===== config.mk =====
export PLATFORM = sky130hd
export DESIGN_NAME = mul_unit
export DESIGN_NICKNAME = d
export VERILOG_FILES = /design/src/logic/mul_types_pkg.sv /design/src/logic/mul_op_pkg.sv /design/src/logic/mul_unit.sv /design/src/logic/mul_result.sv /design/src/logic/mul_reduce_tree.sv /design/src/logic/mul_pp_gen.sv /design/src/logic/mul_decode.sv
export VERILOG_INCLUDE_DIRS = /design/src /design/src/logic
export SDC_FILE = /design/constraint.sdc
export NUM_CORES = 2
export LEC_CHECK = 0
export BUFFER_PORTS_ARGS = -buffer_cell sky130_fd_sc_hd__buf_2
export CAP_MARGIN = 20
export CORE_MARGIN = 1.5
export CORE_UTILIZATION = 30
export DETAILED_ROUTE_END_ITERATION = 8
export GPL_TIMING_DRIVEN = 1
export MAX_ROUTING_LAYER = met4
export PLACE_DENSITY_LB_ADDON = 0.2
export SLEW_MARGIN = 20
export SYNTH_ARGS = -nofsm -noshare
export SYNTH_HDL_FRONTEND = slang
export SYNTH_SLANG_ARGS = --single-unit

===== constraint.sdc =====
create_clock -name clk -period 4.31 [get_ports clk]
set_input_delay 0.431 -clock clk [delete_from_list [all_inputs] [get_ports clk]]
set_output_delay 0.431 -clock clk [all_outputs]
set_load 0.1 [all_outputs]

===== src/logic/mul_defs.svh =====
// Width and latency macros for the multiply unit, included by the packages, RTL and testbench
`ifndef MUL_DEFS_SVH
`define MUL_DEFS_SVH

// Operand width, one RISC-V register
`define MUL_WORD_WIDTH 32

// Slice width used to split each operand
`define MUL_NIBBLE_WIDTH 4

// Nibbles per operand, 8 for a 32-bit word
`define MUL_NUM_NIBBLES (`MUL_WORD_WIDTH / `MUL_NIBBLE_WIDTH)

// Partial products, one per nibble pair
`define MUL_NUM_PP (`MUL_NUM_NIBBLES * `MUL_NUM_NIBBLES)

// Destination register index width
`define MUL_TAG_WIDTH 5

// Clock edges from the start edge to the done edge
// decode 1, partial products 1, tree 3, result 1
`define MUL_LATENCY 6

`endif

===== src/logic/mul_types_pkg.sv =====
// Plain vector types for the data widths of the multiply unit, imported by every stage
`default_nettype none

`include "mul_defs.svh"

package mul_types_pkg;

  // One operand or one result word
  typedef logic [`MUL_WORD_WIDTH-1:0] word_t;

  // Full product, also the width of every shifted partial product
  typedef logic [2*`MUL_WORD_WIDTH-1:0] dword_t;

  // One operand slice
  typedef logic [`MUL_NIBBLE_WIDTH-1:0] nibble_t;

  // Destination register index, carried through untouched
  typedef logic [`MUL_TAG_WIDTH-1:0] tag_t;

  // RISC-V funct3 field of the OP instruction
  typedef logic [2:0] funct3_t;

endpackage

`default_nettype wire


===== src/logic/mul_op_pkg.sv =====
// Operation codes and stage-to-stage records of the multiply pipeline
`default_nettype none

`include "mul_defs.svh"

package mul_op_pkg;

  import mul_types_pkg::*;

  // M-extension multiply group, values equal funct3
  typedef enum funct3_t {
    MUL_OP_MUL    = 3'd0,
    MUL_OP_MULH   = 3'd1,
    MUL_OP_MULHSU = 3'd2,
    MUL_OP_MULHU  = 3'd3
  } mul_op_e;

  // Control that rides beside the data in every stage
  typedef struct packed {
    logic valid;
    logic illegal;
    // Product has to be negated in the result stage
    logic neg;
    logic sel_high;
    // Only MUL reports overflow
    logic chk_ovf;
    tag_t rd;
  } mul_meta_t;

  // Decode to partial-product generation
  typedef struct packed {
    mul_meta_t meta;
    word_t     mag_a;
    word_t     mag_b;
  } mul_cmd_t;

  // Partial-product generation to reduction tree
  typedef struct packed {
    mul_meta_t                    meta;
    dword_t [`MUL_NUM_PP-1:0] part;
  } mul_pp_t;

  // Reduction tree to result stage, unsigned magnitude product
  typedef struct packed {
    mul_meta_t meta;
    dword_t    mag_prod;
  } mul_prod_t;

endpackage

`default_nettype wire


===== src/logic/mul_unit.sv =====
// Top level of the pipelined multiply unit, chains decode, execute and result stages
`timescale 1ns/10ps
`default_nettype none

module mul_unit
  import mul_types_pkg::*, mul_op_pkg::*;
(
  input  wire logic    clk,
  input  wire logic    arst_n,
  input  wire logic    start,
  input  wire funct3_t funct3,
  input  wire word_t   rs1_val,
  input  wire word_t   rs2_val,
  input  wire tag_t    rd,
  output logic         done,
  output word_t        result,
  output tag_t         rd_out,
  output logic         overflow,
  output logic         illegal
);

  // Stage records, each driven from its producer's registers
  mul_cmd_t  cmd;
  mul_pp_t   pp;
  mul_prod_t prod;

  mul_decode mul_decode_i (
    .clk, .arst_n, .start, .funct3, .rs1_val, .rs2_val, .rd,
    .cmd
  );

  // Execute, split into generation and reduction
  mul_pp_gen mul_pp_gen_i (
    .clk, .arst_n, .cmd,
    .pp
  );

  mul_reduce_tree mul_reduce_tree_i (
    .clk, .arst_n, .pp,
    .prod
  );

  mul_result mul_result_i (
    .clk, .arst_n, .prod,
    .done, .result, .rd_out, .overflow, .illegal
  );

endmodule

`default_nettype wire


===== src/logic/mul_result.sv =====
// Result stage, restores the sign, picks the word and drives the unit outputs from registers
`timescale 1ns/10ps
`default_nettype none

`include "mul_defs.svh"

module mul_result
  import mul_types_pkg::*, mul_op_pkg::*;
(
  input  wire logic      clk,
  input  wire logic      arst_n,
  input  wire mul_prod_t prod,
  output logic           done,
  output word_t          result,
  output tag_t           rd_out,
  output logic           overflow,
  output logic           illegal
);

  dword_t sprod;
  word_t  hi_w;
  word_t  lo_w;
  word_t  result_c;
  logic   ovf_c;

  // Two's complement of the magnitude when the operand signs differ
  assign sprod = prod.meta.neg ? dword_t'(-prod.mag_prod) : prod.mag_prod;

  assign hi_w = sprod[2*`MUL_WORD_WIDTH-1:`MUL_WORD_WIDTH];
  assign lo_w = sprod[`MUL_WORD_WIDTH-1:0];

  always_comb
  begin
    result_c = prod.meta.sel_high ? hi_w : lo_w;
    // MUL overflows when the upper word is not the sign fill of the low word
    ovf_c = prod.meta.chk_ovf && (hi_w != {`MUL_WORD_WIDTH{lo_w[`MUL_WORD_WIDTH-1]}});
    if (prod.meta.illegal)
    begin
      result_c = '0;
      ovf_c    = 1'b0;
    end
  end

  // Status flags
  always_ff @(posedge clk or negedge arst_n)
  begin
    if (!arst_n)
    begin
      done     <= 1'b0;
      overflow <= 1'b0;
      illegal  <= 1'b0;
    end
    else
    begin
      done     <= prod.meta.valid;
      overflow <= ovf_c;
      illegal  <= prod.meta.illegal;
    end
  end

  // Payload, only meaningful while done is high
  always_ff @(posedge clk)
  begin
    result <= result_c;
    rd_out <= prod.meta.rd;
  end

endmodule

`default_nettype wire


===== src/logic/mul_reduce_tree.sv =====
// Second execute stage, three registered four-input adder levels reduce the partial products
`timescale 1ns/10ps
`default_nettype none

`include "mul_defs.svh"

module mul_reduce_tree
  import mul_types_pkg::*, mul_op_pkg::*;
(
  input  wire logic    clk,
  input  wire logic    arst_n,
  input  wire mul_pp_t pp,
  output mul_prod_t    prod
);

  // 64 partial products, then 16, then 4, then 1
  localparam int unsigned L1_SUMS = `MUL_NUM_PP / 4;
  localparam int unsigned L2_SUMS = L1_SUMS / 4;

  // Per-level meta, so each level holds its own item
  mul_meta_t meta1_q;
  mul_meta_t meta2_q;
  mul_meta_t meta3_q;

  dword_t [L1_SUMS-1:0] lvl1_q;
  dword_t [L2_SUMS-1:0] lvl2_q;
  dword_t               lvl3_q;

  // Full 64-bit sum, no carries lost at any level
  function automatic dword_t add4(input dword_t a, input dword_t b,
                                  input dword_t c, input dword_t d);
    return a + b + c + d;
  endfunction

  always_ff @(posedge clk or negedge arst_n)
  begin
    if (!arst_n)
    begin
      meta1_q <= '0;
      meta2_q <= '0;
      meta3_q <= '0;
    end
    else
    begin
      meta1_q <= pp.meta;
      meta2_q <= meta1_q;
      meta3_q <= meta2_q;
    end
  end

  // Level 1, groups of four neighbouring partial products
  always_ff @(posedge clk)
  begin
    for (int k = 0; k < L1_SUMS; k++)
    begin
      lvl1_q[k] <= add4(pp.part[4*k], pp.part[4*k+1], pp.part[4*k+2], pp.part[4*k+3]);
    end
  end

  // Level 2
  always_ff @(posedge clk)
  begin
    for (int k = 0; k < L2_SUMS; k++)
    begin
      lvl2_q[k] <= add4(lvl1_q[4*k], lvl1_q[4*k+1], lvl1_q[4*k+2], lvl1_q[4*k+3]);
    end
  end

  // Level 3 gives the magnitude product
  always_ff @(posedge clk)
  begin
    lvl3_q <= add4(lvl2_q[0], lvl2_q[1], lvl2_q[2], lvl2_q[3]);
  end

  assign prod = '{meta: meta3_q, mag_prod: lvl3_q};

endmodule

`default_nettype wire


===== src/logic/mul_pp_gen.sv =====
// First execute stage, builds and registers every shifted nibble-by-nibble partial product
`timescale 1ns/10ps
`default_nettype none

`include "mul_defs.svh"

module mul_pp_gen
  import mul_types_pkg::*, mul_op_pkg::*;
(
  input  wire logic     clk,
  input  wire logic     arst_n,
  input  wire mul_cmd_t cmd,
  output mul_pp_t       pp
);

  localparam int unsigned NIB = `MUL_NIBBLE_WIDTH;
  localparam int unsigned NUM_NIB = `MUL_NUM_NIBBLES;

  dword_t [`MUL_NUM_PP-1:0] part_c;

  mul_meta_t                meta_q;
  dword_t [`MUL_NUM_PP-1:0] part_q;

  // Nibble i of a times nibble j of b, weighted by 16 to the power i plus j
  always_comb
  begin
    nibble_t a_nib;
    nibble_t b_nib;
    dword_t  raw;
    for (int i = 0; i < NUM_NIB; i++)
    begin
      for (int j = 0; j < NUM_NIB; j++)
      begin
        a_nib = cmd.mag_a[i*NIB +: NIB];
        b_nib = cmd.mag_b[j*NIB +: NIB];
        // Widen first so the 8-bit product is kept whole
        raw = dword_t'(a_nib) * dword_t'(b_nib);
        part_c[i*NUM_NIB + j] = raw << (NIB * (i + j));
      end
    end
  end

  // Meta moves with the data, one item per cycle
  always_ff @(posedge clk or negedge arst_n)
  begin
    if (!arst_n)
      meta_q <= '0;
    else
      meta_q <= cmd.meta;
  end

  always_ff @(posedge clk)
  begin
    part_q <= part_c;
  end

  assign pp = '{meta: meta_q, part: part_q};

endmodule

`default_nettype wire


===== src/logic/mul_decode.sv =====
// Decode stage, turns funct3 and the raw operands into a registered unsigned command
`timescale 1ns/10ps
`default_nettype none

`include "mul_defs.svh"

module mul_decode
  import mul_types_pkg::*, mul_op_pkg::*;
(
  input  wire logic    clk,
  input  wire logic    arst_n,
  input  wire logic    start,
  input  wire funct3_t funct3,
  input  wire word_t   rs1_val,
  input  wire word_t   rs2_val,
  input  wire tag_t    rd,
  output mul_cmd_t     cmd
);

  mul_op_e   op;
  logic      a_signed;
  logic      b_signed;
  logic      a_neg;
  logic      b_neg;
  mul_meta_t meta_c;
  word_t     mag_a_c;
  word_t     mag_b_c;

  mul_meta_t meta_q;
  word_t     mag_a_q;
  word_t     mag_b_q;

  // funct3 4 to 7 belong to the divider, low two bits pick the multiply
  assign op = mul_op_e'({1'b0, funct3[1:0]});

  // MULHU treats both operands as unsigned, MULHSU only the second
  assign a_signed = (op != MUL_OP_MULHU);
  assign b_signed = (op == MUL_OP_MUL) || (op == MUL_OP_MULH);

  assign a_neg = a_signed && rs1_val[`MUL_WORD_WIDTH-1];
  assign b_neg = b_signed && rs2_val[`MUL_WORD_WIDTH-1];

  always_comb
  begin
    meta_c.valid    = start;
    meta_c.illegal  = funct3[2];
    meta_c.neg      = !funct3[2] && (a_neg ^ b_neg);
    meta_c.sel_high = !funct3[2] && (op != MUL_OP_MUL);
    meta_c.chk_ovf  = !funct3[2] && (op == MUL_OP_MUL);
    meta_c.rd       = rd;
    // Absolute values, 0x80000000 stays as its own magnitude
    mag_a_c = a_neg ? word_t'(-rs1_val) : rs1_val;
    mag_b_c = b_neg ? word_t'(-rs2_val) : rs2_val;
    // Illegal items flow through with a zero product
    if (funct3[2])
    begin
      mag_a_c = '0;
      mag_b_c = '0;
    end
  end

  always_ff @(posedge clk or negedge arst_n)
  begin
    if (!arst_n)
      meta_q <= '0;
    else
      meta_q <= meta_c;
  end

  // Operand magnitudes
  always_ff @(posedge clk)
  begin
    mag_a_q <= mag_a_c;
    mag_b_q <= mag_b_c;
  end

  assign cmd = '{meta: meta_q, mag_a: mag_a_q, mag_b: mag_b_q};

endmodule

`default_nettype wire


## After elaboration in Yosys (flattened, before gate mapping)

Cells that the tools add are included.

- Register bits: 2010
- Bits of input ports: 75
- Output and inout bits: 40
- Word-level logic and storage cells: 271

- Bitwise logic cells: 1
- Muxes and demuxes: 5
- Reductions and logical operators: 10
- $mul: 64
- $add $sub $neg: 66
- Equality and inequality tests: 3

Operators with widths:

| cell | number |
|---|---|
| adder 64 bit | 16 |
| multiplier 4 x 4 -> 8 bit | 64 |
| adder 64 x 36 -> 64 bit | 4 |
| adder 64 x 40 -> 64 bit | 4 |
| adder 64 x 44 -> 64 bit | 4 |
| adder 64 x 32 -> 64 bit | 3 |
| adder 64 x 48 -> 64 bit | 3 |
| adder 64 x 20 -> 64 bit | 2 |
| adder 64 x 24 -> 64 bit | 2 |
| adder 64 x 28 -> 64 bit | 2 |
| adder 64 x 52 -> 64 bit | 2 |
| adder 64 x 56 -> 64 bit | 2 |
| adder 64 x 60 -> 64 bit | 2 |
| 2-to-1 mux 32 bit | 3 |
| adder 36 x 40 -> 41 bit | 2 |
| adder 32 x 36 -> 37 bit | 2 |
| adder 28 x 32 -> 33 bit | 2 |
| adder 64 x 16 -> 64 bit | 1 |
| 2-to-1 mux 64 bit | 1 |
| negator 32 bit | 2 |
| negator 64 bit | 1 |
| adder 24 x 28 -> 29 bit | 2 |
| adder 52 x 56 -> 57 bit | 1 |
| adder 48 x 52 -> 53 bit | 1 |
| other kinds (16) | 21 |

## Logic depth before layout (Yosys ltp)

- Depth after elaboration: 5
- Depth in mapped cells: 18

## Hierarchy

Synthesis repeated with hierarchy kept, for this count alone.

- Cells, all modules: 30151
- Area total of the unflattened synthesis: 253114.0 sq um

Modules (own cells, without submodules):

| module | cells each | area each (sq um) | times used |
|---|---|---|---|
| mul_reduce_tree | 21931 | 180625.7 | 1 |
| mul_pp_gen | 7406 | 65711.8 | 1 |
| mul_decode | 431 | 3671.0 | 1 |
| mul_result | 383 | 3105.5 | 1 |

## Worst setup path after synthesis

OpenSTA, ideal clock, no wires.

- Kind: register to register
- Start point: register mul_reduce_tree_i.lvl2_q[23] in the netlist's numbering
- End point: register mul_reduce_tree_i.lvl3_q[56]
- Clock period less this slack: 3.760 ns
- Required time: 4.238 ns
- Cell stages (with the launch flop): 17
- Buffers on the path: 1
- Path slack: 0.550 ns
- Arrival: 3.689 ns
- Cell sequence: dfxtp_1 -> inv_1 -> fa_1 -> inv_1 -> ha_1 -> ha_1 -> clkbuf_1 -> nand4_1 -> o21bai_1 -> a211oi_1 -> nor2_1 -> o31a_1 -> o41ai_1 -> a211o_1 -> nand2_1 -> o21ai_0 -> xor2_1

- Cells in the longest elaborated chain, start to end: 3

RTL lines:

| what | RTL line | source |
|---|---|---|
| from (decl) | mul_reduce_tree.sv:26 | `dword_t [L2_SUMS-1:0] lvl2_q;` |
| from (signal, indexed assignment) | mul_reduce_tree.sv:65 | `lvl2_q[k] <= add4(lvl1_q[4*k], lvl1_q[4*k+1], lvl1_q[4*k+2], lvl1_q[4*k+3]);` |
| adder 64 bit (3 in a row) | mul_reduce_tree.sv:32 | `return a + b + c + d;` |
| to (signal assigned) | mul_reduce_tree.sv:72 | `lvl3_q <= add4(lvl2_q[0], lvl2_q[1], lvl2_q[2], lvl2_q[3]);` |
| to (decl) | mul_reduce_tree.sv:27 | `dword_t lvl3_q;` |

Every way passes these cells.
A chain may end at the register's enable or synchronous reset.

## Final worst setup path

- Start point: register mul_reduce_tree_i.lvl1_q[270] in the netlist's numbering
- End point: register mul_reduce_tree_i.lvl2_q[108] in the netlist's numbering

- Cells in the longest elaborated chain, start to end: 3

RTL lines:

| what | RTL line | source |
|---|---|---|
| from (decl) | mul_reduce_tree.sv:25 | `dword_t [L1_SUMS-1:0] lvl1_q;` |
| from (signal, indexed assignment) | mul_reduce_tree.sv:56 | `lvl1_q[k] <= add4(pp.part[4*k], pp.part[4*k+1], pp.part[4*k+2], pp.part[4*k+3]);` |
| adder 64 bit (3 in a row) | mul_reduce_tree.sv:32 |  |

Every way passes these cells.

==> results.tsv <==
stage	metric	value	unit
floorplanning	coreArea	0.266	sq mm
sta	fin_crit_sh	93.6	%
drt	viasPerCell	4.55	
cts	cts_tree	done	
grt	grt_usage	16.4	%
floorplanning	start_util	30.3	%
sta	rsz0062_at_grt	no	
grt	grt_pass1_vias	56577	
pwr	p_per_area	488	mW/mm^2
critical_path	crit_family	compound AO/OA/AOI/OAI gates	
place	routabilityCongestion	0.842	
floorplanning	ioPinCount	115	
grt	grt-ovfl-total	0	
floorplanning	die_x	521	microns
hold_path	hold_path_depth	3	
grt	grt_pass1_wl	332000	microns
sta	finalHoldViolations	0	
drt	drtAntennaViolNets	0	
sta	max_slew.worst_pin.slew	1070	ps
critical_path	rr_worst_depth	15	
critical_path	slowest_stage	a311o_1	
sta	setup_viol	0	
yosys	synth_top_family_by_area	adder cells	
critical_path	critical_path.startpoint_type	register	
cts	cts_root_buf	clkbuf_16	
critical_path	crit_path_frequent_cell	ha_1	
drt	drt_iter0_drc	2377	
pwr	seq_power_share	32.6	%
sta	fin_ws	277	ps
drt	dr_total_vias	55257	
pwr	clockPowerShare	29.5	%
grt	grt_max_degree	63	
flow_run	drv_cap	0	
cts	cts_sinks	1231	
sta	final.setup.tns	0	ps
sta	maxSlewViolCount	0	
place	port-buffer-count	114	
cts	clockBufferDepth	3	
cts	clkTransAtPathRegs	60	ps
layout	syn2layout_area_growth	14.5	%
drt	routed_wl	214000	microns
drt	wl_per_cell	17.6	microns
hold_path	hold_class	in2reg	
yosys	avgSynthCellArea	9.77	sq um
sta	fmax	248	MHz
pwr	switchingPower	16.8	mW
place	dp_slack	207	ps
yosys	syn-num-nets	10172	
drt	drc	0	
pwr	internal_power	28.1	mW
cts	postCtsSetupBuffers	0	
yosys	synthFlopType	dfxtp_1	
critical_path	required	4990	ps
pwr	combPwrFrac	37.9	%
floorplanning	die_area	0.271	sq mm
layout	fillCellCount	27017	
sta	relSlewSlack	28.5	%
yosys	synth_adder_area_share	32.8	%
layout	drive_gt1_share	6.72	%
pwr	vdd_drop_max	0.438	mV
critical_path	crit_fanout	5	
critical_path	endpoint_kind	register	
yosys	synth_compound_area_share	10.4	%
yosys	ys_ff_latch	1231	
critical_path	cp_data_arrival_time	4710	ps
yosys	postSynth.asyncResetShare	4.31	%
yosys	synth-simple-area-share	11.9	%
place	post-dp-hpwl	168000	microns
critical_path	max_stage_delay	450	ps
layout	multiInputGateArea	0.0511	sq mm
layout	fin_nets	10414	
yosys	netlist_area	0.0804	sq mm
yosys	synth_edf_count	0	
sta	period_minus_slack	4030	ps
sta	hold_ws	47.2	ps
yosys	seq_area_frac_synth	31.0	%
cts	clk_latency	810	ps
yosys	ys_types	77	
grt	grt_antenna_before_repair	25	
floorplanning	row_count	189	
cts	cts_buffers	151	
yosys	synthMuxAreaShare	0.0249	%
pwr	p_leak	47.5	nW
drt	dr.pass1.iters	5	
layout	ff_latch_area	0.0249	sq mm
critical_path	crit_buf_inv	1	
yosys	synthXorXnorAreaFrac	8.38	%
critical_path	path_class	reg2reg	
yosys	synth_warnings	0	
pwr	swShare	37.5	%
sta	fin_skew	26.3	ps
cts	htree_levels	4	
floorplanning	die_h	521	microns
critical_path	worstPathCellList	ha_1, ha_1, ha_1, inv_1, fa_1, nor2b_1, o2111ai_1, a31oi_1, a221o_1, a311o_1, a221o_1, a21o_1, a41oi_1, o21ai_0, xor2_1	
critical_path	path_depth	15	
yosys	syn_inst	8233	
outcome	status	complete, no violations	
-- synthesized netlist by cell type (all sizes together) (7+ instances only) --
cell | instances | area [sq um]
ha | 1458 | 18200
a31oi | 27 | 169
and3 | 21 | 131
nand3 | 56 | 285
a21oi | 505 | 2530
o2111ai | 20 | 175
dfrtp | 53 | 1330
a211oi | 54 | 405
nand4bb | 16 | 180
o21bai | 156 | 1170
o311a | 7 | 70.1
clkbuf | 236 | 886
xnor2 | 532 | 4660
buf | 7 | 27.5
o21ai | 150 | 751
xor2 | 237 | 2080
o41ai | 16 | 148
dfxtp | 1178 | 23600
or3 | 28 | 175
o211ai | 9 | 67.6
inv | 932 | 3500
nor3 | 60 | 310
o31ai | 37 | 292
a21boi | 8 | 60.1
nor3b | 7 | 52.6
nand2 | 573 | 2150
nor4 | 13 | 103
a21o | 240 | 1800
or2 | 12 | 75.1
o21a | 26 | 195
nor2 | 312 | 1170
fa | 406 | 8130
nand2b | 24 | 150
or4 | 16 | 128
nand4 | 28 | 175
and2 | 635 | 3970
nor2b | 54 | 338
-- flip-flops by register name (all words and copies together) (netlist names) --
signal and count:
mul_decode_i.mag_b_q 32, mul_result_i.result 32, mul_result_i.overflow 1, mul_pp_gen_i.pp 522
mul_decode_i.cmd 10, mul_decode_i.mag_a_q 32, mul_reduce_tree_i.lvl1_q 335, mul_reduce_tree_i.meta2_q 10
mul_result_i.rd_out 5, mul_reduce_tree_i.lvl3_q 64, mul_result_i.illegal 1, mul_reduce_tree_i.lvl2_q 166
mul_reduce_tree_i.prod 10, mul_result_i.done 1, mul_reduce_tree_i.meta1_q 10
-- cell usage in the layout (no fill, tap or decap), types with 14 or more instances in the layout --
| cell type | synthesis | routed |
|---|---|---|
| a211oi_1 | 54 | 54 |
| a21o_1 | 240 | 240 |
| a21oi_1 | 505 | 503 |
| a31oi_1 | 27 | 27 |
| and2_1 | 635 | 635 |
| and3_1 | 21 | 21 |
| buf_12 | 0 | 33 |
| buf_2 | 1 | 113 |
| buf_4 | 0 | 115 |
| bufinv_16 | 0 | 14 |
| clkbuf_1 | 236 | 19 |
| clkbuf_16 | 0 | 156 |
| clkbuf_8 | 0 | 35 |
| clkinv_2 | 0 | 23 |
| dfrtp_1 | 53 | 51 |
| dfxtp_1 | 1178 | 1157 |
| dfxtp_2 | 0 | 21 |
| dlygate4sd3_1 | 0 | 71 |
| fa_1 | 406 | 406 |
| ha_1 | 1458 | 1458 |
| inv_1 | 932 | 932 |
| nand2_1 | 573 | 573 |
| nand2b_1 | 24 | 24 |
| nand3_1 | 55 | 55 |
| nand4_1 | 28 | 28 |
| nand4bb_1 | 16 | 16 |
| nor2_1 | 312 | 312 |
| nor2b_1 | 54 | 54 |
| nor3_1 | 58 | 57 |
| o2111ai_1 | 20 | 20 |
| o21a_1 | 26 | 26 |
| o21ai_0 | 148 | 142 |
| o21bai_1 | 156 | 156 |
| o31ai_1 | 36 | 36 |
| o41ai_1 | 15 | 14 |
| or3_1 | 28 | 28 |
| or4_1 | 14 | 14 |
| xnor2_1 | 532 | 532 |
| xor2_1 | 236 | 235 |
-- per-stage QoR --
step	utilization [%]	area (sq um)	total power [mW]	cells
final	34.6	92100	44.9	12142
after global routing	34.6	92100	48.2	12136
after CTS	34.6	92000	45.6	12132
after detailed placement	32.4	86000	31.9	11784
after global placement	32.4	86000	32.0	11784
after floorplan	-	80400	26.3	8233
-- power by group through the flow --
stage	logic [mW]	clock network [mW]	registers, mW
after detailed placement	16.9	0	14.9
after floorplan	11.5	0	14.8
final	17.0	13.3	14.6
after CTS	17.2	13.7	14.7
after global routing	19.2	14.2	14.8
after global placement	17.1	0	14.9
-- layer usage --
| metal | vias up | global-route usage, % | part of all wire (%) |
|---|---|---|---|
| met5 | - | - | 0 |
| met4 | 0 | 4.17 | 2.2 |
| met3 | 254 | 1.96 | 3.4 |
| met2 | 805 | 26.0 | 45 |
| met1 | 26396 | 22.0 | 49 |
| li1 | 27802 | - | - |
-- repair_timing --
item	CTS	global route
endpoints found under the hold margin	118	0
setup endpoints to repair	0	16
hold buffers	71	0
gates resized for setup	0	17
-- path summary, 6_finish.rpt --
check	start	to	slack, ps
worst max-delay path	mul_reduce_tree_i.lvl1_q[270]	mul_reduce_tree_i.lvl2_q[108]	280
worst max register to register	mul_reduce_tree_i.lvl1_q[270]	mul_reduce_tree_i.lvl2_q[108]	280
worst min-delay path	rs1_val[4]	mul_decode_i.mag_a_q[4]	50
min in group asynchronous	arst_n	mul_decode_i.cmd[68]	300
worst min register to register	mul_pp_gen_i.pp[2067]	mul_reduce_tree_i.lvl1_q[531]	320
max in group asynchronous	arst_n	mul_reduce_tree_i.prod[71]	3480
-- worst register-to-register path: cells and delay by family (launching register included) --
family	cells	cell delay, ps
AOI/OAI and AO/OA	8	2290
DFF	1	300
buffers and inverters	1	70
and+or+nand+nor	1	80
xor gates and xnor gates	1	150
adders and majority gates	4	1030
-- area by class of cell --
| class | instances | area share (%) |
|---|---|---|
| antenna | 10 | 0.0272 |
| sequential | 1231 | 27.1 |
| clock buffer | 210 | 4.84 |
| multi-input combinational | 5826 | 55.5 |
| clock inverter | 67 | 0.872 |
| inverter | 933 | 3.80 |
| timing repair buffer | 332 | 3.04 |
| tap | 3533 | 4.80 |
-- logic make-up after synthesis --
kind of cell | after synthesis
buffers and inverters | 1176
flip-flops | 1231
XOR/XNOR | 769
multiplexers | 2
adder cells (fa/ha/maj) | 1864
AND/OR/NAND/NOR | 1874
AO/OA/AOI/OAI | 1317
Power figures use the tool's default switching activity.
